## src/uncore_params.svh

```systemverilog
`ifndef UNCORE_PARAMS_SVH
`define UNCORE_PARAMS_SVH

// Message field widths
`define UNC_PADDR_W 40
`define UNC_DATA_W 64
`define UNC_LCE_W 2
`define UNC_NUM_REQ 3

// Local view of the physical address
`define UNC_DID_W 3
`define UNC_DEV_LSB 20
`define UNC_DEV_W 4
`define UNC_PAD_W (`UNC_PADDR_W - `UNC_DID_W - `UNC_DEV_W - `UNC_DEV_LSB)

// Anything below this is a local device address
`define UNC_DRAM_BASE 40'h0080000000

`define UNC_BOOT_DEV 4'd0
`define UNC_HOST_DEV 4'd1
`define UNC_CFG_DEV 4'd2
`define UNC_CLINT_DEV 4'd3
`define UNC_CACHE_DEV 4'd4

`define UNC_MSIP_OFS 16'h0000
`define UNC_MTIMECMP_OFS 16'h4000
`define UNC_MTIME_OFS 16'hBFF8

`endif

```

## src/uncore_pkg.sv

```systemverilog
`default_nettype none

`include "uncore_params.svh"

package uncore_pkg;

  typedef enum logic [1:0]
  {
    e_mem_rd = 2'd0,
    e_mem_wr = 2'd1
  } mem_op_e;

  typedef struct packed
  {
    logic [`UNC_DID_W-1:0] domain;
    logic [`UNC_PAD_W-1:0] pad;
    logic [`UNC_DEV_W-1:0] dev;
    logic [`UNC_DEV_LSB-1:0] offset;
  } paddr_local_s;

  // Raw view for the DRAM base compare, local view for device decode
  typedef union packed
  {
    logic [`UNC_PADDR_W-1:0] raw;
    paddr_local_s loc;
  } paddr_u;

  typedef struct packed
  {
    mem_op_e op;
    logic [`UNC_LCE_W-1:0] lce_id;
    paddr_u addr;
    logic [`UNC_DATA_W-1:0] data;
  } mem_msg_s;

endpackage

`default_nettype wire

```

## src/uncore_target_if.sv

```systemverilog
`timescale 1ns/100ps
`default_nettype none

interface uncore_target_if import uncore_pkg::*; ();

  // Command broadcast from dispatch
  mem_msg_s cmd_msg;
  logic     clint_cmd_v;
  logic     lb_cmd_v;
  logic     clint_ready;
  logic     lb_ready;

  // Responses toward collection
  mem_msg_s clint_resp;
  logic     clint_resp_v;
  mem_msg_s lb_resp;
  logic     lb_resp_v;
  logic     clint_yumi;
  logic     lb_yumi;

  modport dispatch (output cmd_msg, clint_cmd_v, lb_cmd_v, input clint_ready, lb_ready);

  modport clint (input cmd_msg, clint_cmd_v, clint_yumi,
                 output clint_ready, clint_resp, clint_resp_v);

  modport loopback (input cmd_msg, lb_cmd_v, lb_yumi, output lb_ready, lb_resp, lb_resp_v);

  modport collect (input clint_resp, clint_resp_v, lb_resp, lb_resp_v,
                   output clint_yumi, lb_yumi);

endinterface

`default_nettype wire

```

## src/msg_fifo2.sv

```systemverilog
`timescale 1ns/100ps
`default_nettype none

module msg_fifo2
  import uncore_pkg::*;
  (  input  logic     clk_i
   , input  logic     arst_n_i

   , input  mem_msg_s data_i
   , input  logic     v_i
   , output logic     ready_o

   , output mem_msg_s data_o
   , output logic     v_o
   , input  logic     yumi_i
   );

  mem_msg_s slot_q [2];
  logic     wr_ptr_q;
  logic     rd_ptr_q;
  logic     full_q;
  logic     empty_q;
  logic     enq;
  logic     deq;

  assign enq = v_i & ~full_q;
  assign deq = yumi_i;

  assign ready_o = ~full_q;
  assign v_o     = ~empty_q;
  assign data_o  = slot_q[rd_ptr_q];

  always_ff @(posedge clk_i or negedge arst_n_i)
  begin
    if (!arst_n_i)
    begin
      wr_ptr_q <= 1'b0;
      rd_ptr_q <= 1'b0;
      full_q   <= 1'b0;
      empty_q  <= 1'b1;
    end
    else
    begin
      if (enq)
        wr_ptr_q <= ~wr_ptr_q;
      if (deq)
        rd_ptr_q <= ~rd_ptr_q;
      // Occupancy only changes when exactly one side moves
      if (enq && !deq)
      begin
        empty_q <= 1'b0;
        full_q  <= (~wr_ptr_q == rd_ptr_q);
      end
      else if (deq && !enq)
      begin
        full_q  <= 1'b0;
        empty_q <= (~rd_ptr_q == wr_ptr_q);
      end
    end
  end

  always_ff @(posedge clk_i)
  begin
    if (enq)
      slot_q[wr_ptr_q] <= data_i;
  end

endmodule

`default_nettype wire

```

## src/cmd_dispatch.sv

```systemverilog
`timescale 1ns/100ps
`default_nettype none

`include "uncore_params.svh"

module cmd_dispatch
  import uncore_pkg::*;
  (  input  mem_msg_s                 head_i [`UNC_NUM_REQ]
   , input  logic [`UNC_NUM_REQ-1:0]  head_v_i
   , output logic [`UNC_NUM_REQ-1:0]  head_yumi_o

   , output mem_msg_s                 io_cmd_o
   , output logic                     io_cmd_v_o
   , input  logic                     io_ready_i

   , output mem_msg_s                 mem_cmd_o
   , output logic                     mem_cmd_v_o
   , input  logic                     mem_ready_i

   , uncore_target_if.dispatch        tgt
   );

  logic [`UNC_LCE_W-1:0] sel_idx;
  mem_msg_s              head;
  logic                  all_ready;
  logic                  grant_v;
  logic                  is_local;
  logic                  is_io;
  logic                  is_clint;
  logic                  is_mem;
  logic                  is_lb;

  // Every target must be ready, so one blocked port stalls all grants
  assign all_ready = io_ready_i & mem_ready_i & tgt.clint_ready & tgt.lb_ready;

  // Highest index with a valid head wins
  always_comb
  begin
    sel_idx     = '0;
    head_yumi_o = '0;
    for (int i = 0; i < `UNC_NUM_REQ; i++)
    begin
      if (head_v_i[i])
        sel_idx = `UNC_LCE_W'(i);
    end
    if (all_ready && (|head_v_i))
      head_yumi_o[sel_idx] = 1'b1;
  end

  assign head    = head_i[sel_idx];
  assign grant_v = |head_yumi_o;

  assign is_local = (head.addr.raw < `UNC_DRAM_BASE);
  assign is_io    = (head.addr.loc.domain != '0)
                  | (is_local & ((head.addr.loc.dev == `UNC_BOOT_DEV)
                               | (head.addr.loc.dev == `UNC_HOST_DEV)));
  assign is_clint = ~is_io & is_local & (head.addr.loc.dev == `UNC_CLINT_DEV);
  assign is_mem   = ~is_io & (~is_local | (head.addr.loc.dev == `UNC_CACHE_DEV));
  // Config device and any unmapped local device
  assign is_lb    = ~is_io & ~is_clint & ~is_mem;

  assign io_cmd_o    = head;
  assign mem_cmd_o   = head;
  assign tgt.cmd_msg = head;

  assign io_cmd_v_o      = grant_v & is_io;
  assign mem_cmd_v_o     = grant_v & is_mem;
  assign tgt.clint_cmd_v = grant_v & is_clint;
  assign tgt.lb_cmd_v    = grant_v & is_lb;

endmodule

`default_nettype wire

```

## src/uncore_clint.sv

```systemverilog
`timescale 1ns/100ps
`default_nettype none

`include "uncore_params.svh"

module uncore_clint
  import uncore_pkg::*;
  (  input  logic          clk_i
   , input  logic          arst_n_i

   , uncore_target_if.clint tgt

   , output logic          timer_irq_o
   , output logic          software_irq_o
   );

  mem_msg_s               resp_q;
  logic                   resp_v_q;
  logic                   msip_q;
  logic [`UNC_DATA_W-1:0] mtimecmp_q;
  logic [`UNC_DATA_W-1:0] mtime_q;
  logic                   accept;
  logic                   is_wr;
  logic [15:0]            ofs;
  logic [`UNC_DATA_W-1:0] rd_data;

  assign tgt.clint_ready = ~resp_v_q;
  assign accept          = tgt.clint_cmd_v & ~resp_v_q;
  assign is_wr           = (tgt.cmd_msg.op == e_mem_wr);
  assign ofs             = tgt.cmd_msg.addr.loc.offset[15:0];

  always_comb
  begin
    case (ofs)
      `UNC_MSIP_OFS:     rd_data = `UNC_DATA_W'(msip_q);
      `UNC_MTIMECMP_OFS: rd_data = mtimecmp_q;
      `UNC_MTIME_OFS:    rd_data = mtime_q;
      default:           rd_data = '0;
    endcase
  end

  always_ff @(posedge clk_i or negedge arst_n_i)
  begin
    if (!arst_n_i)
    begin
      resp_v_q   <= 1'b0;
      msip_q     <= 1'b0;
      mtimecmp_q <= '1;
      mtime_q    <= '0;
    end
    else
    begin
      if (accept)
        resp_v_q <= 1'b1;
      else if (tgt.clint_yumi)
        resp_v_q <= 1'b0;

      if (accept && is_wr && (ofs == `UNC_MSIP_OFS))
        msip_q <= tgt.cmd_msg.data[0];
      if (accept && is_wr && (ofs == `UNC_MTIMECMP_OFS))
        mtimecmp_q <= tgt.cmd_msg.data;
      // Free-running counter unless software loads it
      if (accept && is_wr && (ofs == `UNC_MTIME_OFS))
        mtime_q <= tgt.cmd_msg.data;
      else
        mtime_q <= mtime_q + 1'b1;
    end
  end

  always_ff @(posedge clk_i)
  begin
    if (accept)
    begin
      resp_q.op     <= tgt.cmd_msg.op;
      resp_q.lce_id <= tgt.cmd_msg.lce_id;
      resp_q.addr   <= tgt.cmd_msg.addr;
      resp_q.data   <= is_wr ? '0 : rd_data;
    end
  end

  assign tgt.clint_resp   = resp_q;
  assign tgt.clint_resp_v = resp_v_q;

  assign timer_irq_o    = (mtime_q >= mtimecmp_q);
  assign software_irq_o = msip_q;

endmodule

`default_nettype wire

```

## src/cmd_loopback.sv

```systemverilog
`timescale 1ns/100ps
`default_nettype none

module cmd_loopback
  import uncore_pkg::*;
  (  input  logic             clk_i
   , input  logic             arst_n_i

   , uncore_target_if.loopback tgt
   );

  mem_msg_s resp_q;
  logic     resp_v_q;
  logic     accept;

  assign tgt.lb_ready = ~resp_v_q;
  assign accept       = tgt.lb_cmd_v & ~resp_v_q;

  always_ff @(posedge clk_i or negedge arst_n_i)
  begin
    if (!arst_n_i)
      resp_v_q <= 1'b0;
    else if (accept)
      resp_v_q <= 1'b1;
    else if (tgt.lb_yumi)
      resp_v_q <= 1'b0;
  end

  // Header is echoed so the requester can retire the access
  always_ff @(posedge clk_i)
  begin
    if (accept)
    begin
      resp_q      <= tgt.cmd_msg;
      resp_q.data <= '0;
    end
  end

  assign tgt.lb_resp   = resp_q;
  assign tgt.lb_resp_v = resp_v_q;

endmodule

`default_nettype wire

```

## src/resp_collect.sv

```systemverilog
`timescale 1ns/100ps
`default_nettype none

`include "uncore_params.svh"

module resp_collect
  import uncore_pkg::*;
  (  uncore_target_if.collect         tgt

   , input  mem_msg_s                 io_resp_i
   , input  logic                     io_resp_v_i
   , output logic                     io_resp_yumi_o

   , input  mem_msg_s                 mem_resp_i
   , input  logic                     mem_resp_v_i
   , output logic                     mem_resp_yumi_o

   , input  logic [`UNC_NUM_REQ-1:0]  fifo_ready_i
   , output mem_msg_s                 fifo_data_o
   , output logic [`UNC_NUM_REQ-1:0]  fifo_v_o
   );

  logic all_ready;
  logic sel_v;

  // Any full response FIFO holds off every source
  assign all_ready = &fifo_ready_i;

  always_comb
  begin
    tgt.lb_yumi     = 1'b0;
    mem_resp_yumi_o = 1'b0;
    io_resp_yumi_o  = 1'b0;
    tgt.clint_yumi  = 1'b0;
    fifo_data_o     = tgt.lb_resp;
    if (all_ready)
    begin
      if (tgt.lb_resp_v)
        tgt.lb_yumi = 1'b1;
      else if (mem_resp_v_i)
      begin
        mem_resp_yumi_o = 1'b1;
        fifo_data_o     = mem_resp_i;
      end
      else if (io_resp_v_i)
      begin
        io_resp_yumi_o = 1'b1;
        fifo_data_o    = io_resp_i;
      end
      else if (tgt.clint_resp_v)
      begin
        tgt.clint_yumi = 1'b1;
        fifo_data_o    = tgt.clint_resp;
      end
    end
  end

  assign sel_v = tgt.lb_yumi | mem_resp_yumi_o | io_resp_yumi_o | tgt.clint_yumi;

  // Steer to the requester that issued the command
  always_comb
  begin
    for (int i = 0; i < `UNC_NUM_REQ; i++)
      fifo_v_o[i] = sel_v & (fifo_data_o.lce_id == `UNC_LCE_W'(i));
  end

endmodule

`default_nettype wire

```

## src/uncore.sv

```systemverilog
`timescale 1ns/100ps
`default_nettype none

`include "uncore_params.svh"

module uncore
  import uncore_pkg::*;
  (  input  logic     clk_i
   , input  logic     arst_n_i

   // Requesters, indexed by LCE id
   , input  mem_msg_s req_cmd_i       [`UNC_NUM_REQ]
   , input  logic     req_cmd_v_i     [`UNC_NUM_REQ]
   , output logic     req_cmd_ready_o [`UNC_NUM_REQ]
   , output mem_msg_s req_resp_o      [`UNC_NUM_REQ]
   , output logic     req_resp_v_o    [`UNC_NUM_REQ]
   , input  logic     req_resp_yumi_i [`UNC_NUM_REQ]

   , output mem_msg_s io_cmd_o
   , output logic     io_cmd_v_o
   , input  logic     io_cmd_ready_i
   , input  mem_msg_s io_resp_i
   , input  logic     io_resp_v_i
   , output logic     io_resp_yumi_o

   , output mem_msg_s mem_cmd_o
   , output logic     mem_cmd_v_o
   , input  logic     mem_cmd_ready_i
   , input  mem_msg_s mem_resp_i
   , input  logic     mem_resp_v_i
   , output logic     mem_resp_yumi_o

   , output logic     timer_irq_o
   , output logic     software_irq_o
   );

  mem_msg_s                cmd_head      [`UNC_NUM_REQ];
  logic [`UNC_NUM_REQ-1:0] cmd_head_v;
  logic [`UNC_NUM_REQ-1:0] cmd_head_yumi;
  mem_msg_s                resp_fifo_data;
  logic [`UNC_NUM_REQ-1:0] resp_fifo_v;
  logic [`UNC_NUM_REQ-1:0] resp_fifo_ready;

  uncore_target_if tgt_if ();

  for (genvar i = 0; i < `UNC_NUM_REQ; i++)
  begin : g_req
    msg_fifo2 u_cmd_fifo
      (.clk_i(clk_i)
       ,.arst_n_i(arst_n_i)
       ,.data_i(req_cmd_i[i])
       ,.v_i(req_cmd_v_i[i])
       ,.ready_o(req_cmd_ready_o[i])
       ,.data_o(cmd_head[i])
       ,.v_o(cmd_head_v[i])
       ,.yumi_i(cmd_head_yumi[i])
       );

    msg_fifo2 u_resp_fifo
      (.clk_i(clk_i)
       ,.arst_n_i(arst_n_i)
       ,.data_i(resp_fifo_data)
       ,.v_i(resp_fifo_v[i])
       ,.ready_o(resp_fifo_ready[i])
       ,.data_o(req_resp_o[i])
       ,.v_o(req_resp_v_o[i])
       ,.yumi_i(req_resp_yumi_i[i])
       );
  end

  cmd_dispatch u_dispatch
    (.head_i(cmd_head)
     ,.head_v_i(cmd_head_v)
     ,.head_yumi_o(cmd_head_yumi)
     ,.io_cmd_o(io_cmd_o)
     ,.io_cmd_v_o(io_cmd_v_o)
     ,.io_ready_i(io_cmd_ready_i)
     ,.mem_cmd_o(mem_cmd_o)
     ,.mem_cmd_v_o(mem_cmd_v_o)
     ,.mem_ready_i(mem_cmd_ready_i)
     ,.tgt(tgt_if)
     );

  uncore_clint u_clint
    (.clk_i(clk_i)
     ,.arst_n_i(arst_n_i)
     ,.tgt(tgt_if)
     ,.timer_irq_o(timer_irq_o)
     ,.software_irq_o(software_irq_o)
     );

  cmd_loopback u_loopback
    (.clk_i(clk_i)
     ,.arst_n_i(arst_n_i)
     ,.tgt(tgt_if)
     );

  resp_collect u_collect
    (.tgt(tgt_if)
     ,.io_resp_i(io_resp_i)
     ,.io_resp_v_i(io_resp_v_i)
     ,.io_resp_yumi_o(io_resp_yumi_o)
     ,.mem_resp_i(mem_resp_i)
     ,.mem_resp_v_i(mem_resp_v_i)
     ,.mem_resp_yumi_o(mem_resp_yumi_o)
     ,.fifo_ready_i(resp_fifo_ready)
     ,.fifo_data_o(resp_fifo_data)
     ,.fifo_v_o(resp_fifo_v)
     );

endmodule

`default_nettype wire

```

## config.mk

```make
export PLATFORM = sky130hd
export DESIGN_NAME = uncore
export DESIGN_NICKNAME = d
export VERILOG_FILES = /design/src/uncore_pkg.sv /design/src/uncore_target_if.sv /design/src/msg_fifo2.sv /design/src/cmd_dispatch.sv /design/src/uncore_clint.sv /design/src/cmd_loopback.sv /design/src/resp_collect.sv /design/src/uncore.sv
export VERILOG_INCLUDE_DIRS = /design/src /design/src/src
export SDC_FILE = /design/constraint.sdc
export NUM_CORES = 2
export LEC_CHECK = 0
export ABC_AREA = 1
export BUFFER_PORTS_ARGS = -buffer_cell sky130_fd_sc_hd__buf_2
export CORE_MARGIN = 3
export CORE_UTILIZATION = 35
export CTS_CLUSTER_SIZE = 10
export DETAILED_ROUTE_END_ITERATION = 7
export GPL_TIMING_DRIVEN = 1
export SKIP_CTS_REPAIR_TIMING = 1
export SLEW_MARGIN = 20
export SYNTH_ARGS = -nofsm -noshare
export SYNTH_HDL_FRONTEND = slang
export SYNTH_HIERARCHICAL = 1
export SYNTH_SLANG_ARGS = --single-unit
```

## constraint.sdc

```tcl
create_clock -name clk_i -period 6.19 [get_ports clk_i]
set_clock_uncertainty 0.2 [all_clocks]
set_input_delay 1.238 -clock clk_i [delete_from_list [all_inputs] [get_ports clk_i]]
set_output_delay 1.238 -clock clk_i [all_outputs]
set_load 0.01 [all_outputs]
```

Word level (Yosys, flattened, before mapping)
Memories as Yosys holds them, arrays and structs flattened.
Cells that the tools add are included.
- add/subtract/negate cells: 1
- magnitude comparators: 5
- equality and inequality tests: 20
- mux-type cells: 69
- bitwise logic cells: 61
- reductions and logical operators: 45
- operators by type and width (operator ; number):
    108-bit 2-to-1 mux ; 7
    108-bit binary-select mux with 2-bit select ; 1
    64-bit case mux with 3 select lines ; 1
    64-bit by 1-bit adder with 64-bit output (second input constant) ; 1
    64-bit >= comparator ; 1
    64-bit 2-to-1 mux ; 1
    1-bit 2-to-1 mux ; 56
    40-bit by 32-bit less-than comparator with 1-bit output (second input constant) ; 1
    1-bit NOT ; 30
    1-bit bitwise AND ; 24
    1-bit logical AND ; 18
    16-bit by 15-bit == test with 1-bit output (second input constant) ; 1
    16-bit == test (second input constant) ; 1
    16-bit zero test ; 1
    2-bit nonzero test ; 8
    1-bit == test ; 12
    1-bit zero test ; 12
    1-bit bitwise OR ; 6
    3-bit OR reduction ; 2
    2-bit by 1-bit == test with 1-bit output (second input constant) ; 2
    4-bit by 1-bit == test with 1-bit output (second input constant) ; 1
    4-bit by 2-bit == test with 1-bit output (second input constant) ; 1
    4-bit by 3-bit == test with 1-bit output (second input constant) ; 1
    4-bit zero test ; 1
    other kinds (11) ; 11
- flip-flop bits (word level): 307
- memory bits (writable): 1296
- input bits: 552
- output and inout port bits: 552
- memories kept: 6
- memories (name ; words ; bits a word ; read ports ; clocked after memory_dff ; write ports ; line ; source):
    g_req[0].u_cmd_fifo.slot_q ; 2 ; 108 ; 1 ; 0 ; 1 ; msg_fifo2.sv:18 ; mem_msg_s slot_q [2];
    g_req[0].u_resp_fifo.slot_q ; 2 ; 108 ; 1 ; 0 ; 1 ; msg_fifo2.sv:18 ;
    g_req[1].u_cmd_fifo.slot_q ; 2 ; 108 ; 1 ; 0 ; 1 ; msg_fifo2.sv:18 ;
    g_req[1].u_resp_fifo.slot_q ; 2 ; 108 ; 1 ; 0 ; 1 ; msg_fifo2.sv:18 ;
    g_req[2].u_cmd_fifo.slot_q ; 2 ; 108 ; 1 ; 0 ; 1 ; msg_fifo2.sv:18 ;
    g_req[2].u_resp_fifo.slot_q ; 2 ; 108 ; 1 ; 0 ; 1 ; msg_fifo2.sv:18 ;

Longest topological paths before layout
- depth after elaboration: 19
- depth in mapped cells: 23
- mapped depth without buffers: 19

Cells and area by module
Netlist, hierarchy kept.
- modules (own cells, without submodules) (module ; instances ; cells an instance ; area an instance (µm²) ; sequential area each (µm²)):
    msg_fifo2 ; 6 ; 590 ; 8020.2 ; 6587.6
    uncore_clint ; 1 ; 1646 ; 13180.1 ; 6576.3
    resp_collect ; 1 ; 940 ; 4489.3 ; 0.0
    cmd_dispatch ; 1 ; 679 ; 3839.9 ; 0.0
    cmd_loopback ; 1 ; 116 ; 1858.0 ; 1346.3

Least setup slack after synthesis
OpenSTA, ideal clock, no wires.
- kind: input -> register
- from: input port io_resp_v_i
- to: memory g_req[2].u_resp_fifo/slot_q[0][0] (netlist bit), enable pin
- arrival time: 6.624 ns
- data required time: 5.414 ns
- setup slack: -1.210 ns
- stages on the path: 10
- cell sequence: nor2_2 nand2_1 nand2_2 buf_4 nand2_1 nand2_1 nand2_1 nor2_1 nand2_1 nor2_1
- word-level cells in the longest chain between the ends: 10
- RTL lines (item ; line ; source):
    from (decl) ; uncore.sv:23 ; , input logic io_resp_v_i
    1-bit 2-to-1 mux ; resp_collect.sv:45 ; else if (io_resp_v_i)
    1-bit 2-to-1 mux ; resp_collect.sv:40 ; else if (mem_resp_v_i)
    1-bit 2-to-1 mux ; resp_collect.sv:38 ; if (tgt.lb_resp_v)
    1-bit 2-to-1 mux ; resp_collect.sv:36 ; if (all_ready)
    1-bit bitwise OR (2 in a row) ; resp_collect.sv:58 ; assign sel_v = tgt.lb_yumi | mem_resp_yumi_o | io_resp_yumi_o | tgt.clint_yumi;
    1-bit bitwise AND (*) ; resp_collect.sv:64 ; fifo_v_o[i] = sel_v & (fifo_data_o.lce_id == `UNC_LCE_W'(i));
    named net resp_fifo_v[2] ; uncore.sv:41 ; logic [`UNC_NUM_REQ-1:0] resp_fifo_v;
    1-bit bitwise AND (*) ; msg_fifo2.sv:26 ; assign enq = v_i & ~full_q;
    1-bit 2-to-1 mux (*) ; msg_fifo2.sv:64 ; if (enq)
    1-bit 2-to-1 mux (implied by the code) (*) ; msg_fifo2.sv:65 ; slot_q[wr_ptr_q] <= data_i;
    to (decl) ; msg_fifo2.sv:18 ;
The timed path passes the listed nets; every way through them passes the cells marked *.

==> metrics.txt <==
status=complete, no violations; Worst-Skew Late Latency=0.85 ns; Num CTS Buffers=187; placed cell count=10284; area delta synth->final=17.2%; flops & latches, synth=1603; total gr overflow=0; per-cell routed wire length=25.7 µm; Max-slew headroom=0.241; worst slew pin tran=1.14 ns; Async SR Flop Fraction=0.0967; core box area=0.203 mm²; register area share after synthesis=0.664; first-pass GRT wire length=378000 µm; Post-synth EDFFs=1448; row count=165; startpoint types=register; Final Max Slew Viols=0; Ys Warns=6; Largest delay share family, worst path=simple AND/OR/NAND/NOR gates; HPWL after DPL=199000 µm; CP peak stage delay=0.72 ns; top cell type's share of synthesized area=0.608; CTS H-tree lvls=4; peak supply drop=379 µV; synth top area cells=edfxtp_1, nand2_1, buf_4, dfrtp_1, dfstp_2; Arrival @ worst endpoint=3.97 ns; Clock Power Share=0.231; Initial Util=0.353; RSZ-0062 raised after global routing=false; largest net degree at the start of global routing=110; P_int=25.3 mW; worst min path class=register to register; worst-path cell chain=inv_4, nor2_4, buf_4, buf_12, nand2_1, nand3_1, buf_2; Final setup viols=0; post-synthesis average cell area=10.3 µm²; Clock Sink Count=1603; Pre-Repair DR Iteration Count=6; Final Core Density=0.413; Die Y-Extent=458 µm; synth cell count leaders=nand2_1, edfxtp_1, inv_1, nor2_1, buf_4; I/O pin cnt=1104; vias in the first global route=49271; initial drt markers=5558; cell taking the most area after synthesis=edfxtp_1; Fmax=0.185 GHz; Final nets=8424; Final Cycle Share=0.873; Root Driver=clkbuf_16; CP endpoint kind=primary output; drt via density=4.97; initial antenna violation count=140; ys flop type=edfxtp_1; hold violation count in the final report=0; most frequent cell after synthesis=nand2_1; Final min period=5.40 ns; Design Power=43.7 mW; CTS clk-pin slew, worst paths=0.06 ns; CP max FO=66; net switching power=18.4 mW; Crit path required time=4.75 ns; Unique masters post-synth=47; Reg power frac=0.378; Buf/Inv on CP=4; layout cells sized above 1=0.210; Synth Cell Area=0.0715 mm²; clk buf depth=3; Die X=458 µm; PortBufs=1103; TNS Setup=0 ns; Mapped Cells=6921; max cap viols=0; Total Routing Usage GR=0.254; Post-Route WL=274000 µm; routed via count=53043; CTS tree=yes; DRC Markers=0; leakage power=34.9 nW; kind of critical path=register to primary output; Slowest-stage cell, CP=nand3_1; Cell Pwr Density=521 mW/mm²; Final Non-Filler Cells=10663; die area=0.210 mm²; GPL Wtd Cong=0.982; DRT antenna net count=0; combinational power share=0.390; Sw Ratio=0.420
-- path summary, 6_finish.rpt --
| path | start | slack [ns] | cells after the start | end |
|---|---|---|---|---|
| setup / recovery | g_req[2].u_cmd_fifo/empty_q$_DFFE_PN1P_ | 0.79 | 7 | mem_cmd_o[11] |
| hold / removal | g_req[2].u_resp_fifo/empty_q$_DFFE_PN1P_ | 0.26 | 2 | g_req[2].u_resp_fifo/empty_q$_DFFE_PN1P_ |
| setup reg to reg | g_req[2].u_cmd_fifo/rd_ptr_q$_DFFE_PN0P_ | 1.45 | 18 | u_clint/mtime_q[36]$_DFF_PN0_ |
| hold reg to reg | g_req[2].u_resp_fifo/empty_q$_DFFE_PN1P_ | 0.26 | 2 | g_req[2].u_resp_fifo/empty_q$_DFFE_PN1P_ |
| max in group asynchronous | arst_n_i | 4.40 | 2 | g_req[2].u_resp_fifo/rd_ptr_q$_DFFE_PN0P_ |
| min in group asynchronous | arst_n_i | 0.28 | 1 | u_clint/mtime_q[54]$_DFF_PN0_ |
-- registers in the layout, indices dropped and copies added (netlist names), 44 cells and up --
register	count
g_req.u_cmd_fifo/slot_q	648
g_req.u_resp_fifo/slot_q	648
u_clint/tgt.clint_resp	108
u_clint/mtime_q	64
u_clint/mtimecmp_q	64
u_loopback/tgt.lb_resp	44
-- cell usage in the layout, fill, tap and decap left out, types with 65 or more instances in the layout --
cell / count
a21oi_1: 92
a22oi_1: 65
buf_2: 1102
clkbuf_1: 69
clkbuf_16: 190
dfrtp_1: 79
dfstp_2: 70
diode_2: 81
edfxtp_1: 1448
ha_1: 71
inv_1: 458
nand2_1: 3050
nand3_1: 115
nor2_1: 333
o211ai_1: 87
or2_1: 85
or2_2: 86
-- routing by layer --
metal	up-vias	global-route usage	part of all wire
li1	24092	-	-
met1	26013	0.341	0.42
met2	2349	0.395	0.46
met3	557	0.0435	0.071
met4	32	0.132	0.053
met5	-	0	0.00078
-- tightest hold or removal path, stage by stage, from the launching register on --
cell and delay, ns:
dfstp_2 0.37, nand2_1 0.05, nand2_1 0.05
-- cell families after synthesis --
logic type,count (synthesis),synth area share
AO/OA/AOI/OAI,393,0.0336
XOR/XNOR,34,0.00417
adder cells (fa/ha/maj),71,0.0124
buffers and inverters,1032,0.0743
flip-flops,1603,0.664
other,1,0.0000525
AND/OR/NAND/NOR,3787,0.212
-- metrics by stage --
stage          hold slack (ns)  cell area [µm²]  worst slack (ns)
2_1_floorplan            0.239            71700             -1.21
3_3_place_gp             0.248            78100              1.60
3_5_place_dp             0.254            78100              1.56
4_1_cts                  0.190            83600             0.665
5_1_grt                  0.262            83700             0.661
6_report                 0.260            83800             0.786
-- area by class of cell --
| cell class | instances | area [µm²] |
|---|---|---|
| inverters | 477 | 1810 |
| flip-flops and latches | 1603 | 47500 |
| repair buffers | 1183 | 6360 |
| clock inverters | 32 | 419 |
| diodes | 81 | 203 |
| clock buffers | 266 | 5110 |
| fillers | 19544 | 119000 |
| multi-input cells | 4349 | 19100 |
| well taps | 2672 | 3340 |
-- power by group through the flow --
| stage | clock network (mW) | logic [mW] | registers [mW] |
|---|---|---|---|
| 2_1_floorplan | 0 | 10.1 | 16.5 |
| 3_3_place_gp | 0 | 16.9 | 16.7 |
| 3_5_place_dp | 0 | 17.0 | 16.7 |
| 4_1_cts | 10.3 | 17.1 | 16.5 |
| 5_1_grt | 10.8 | 18.2 | 16.7 |
| 6_report | 10.1 | 17.0 | 16.5 |
(Power assumes the default switching activity.)
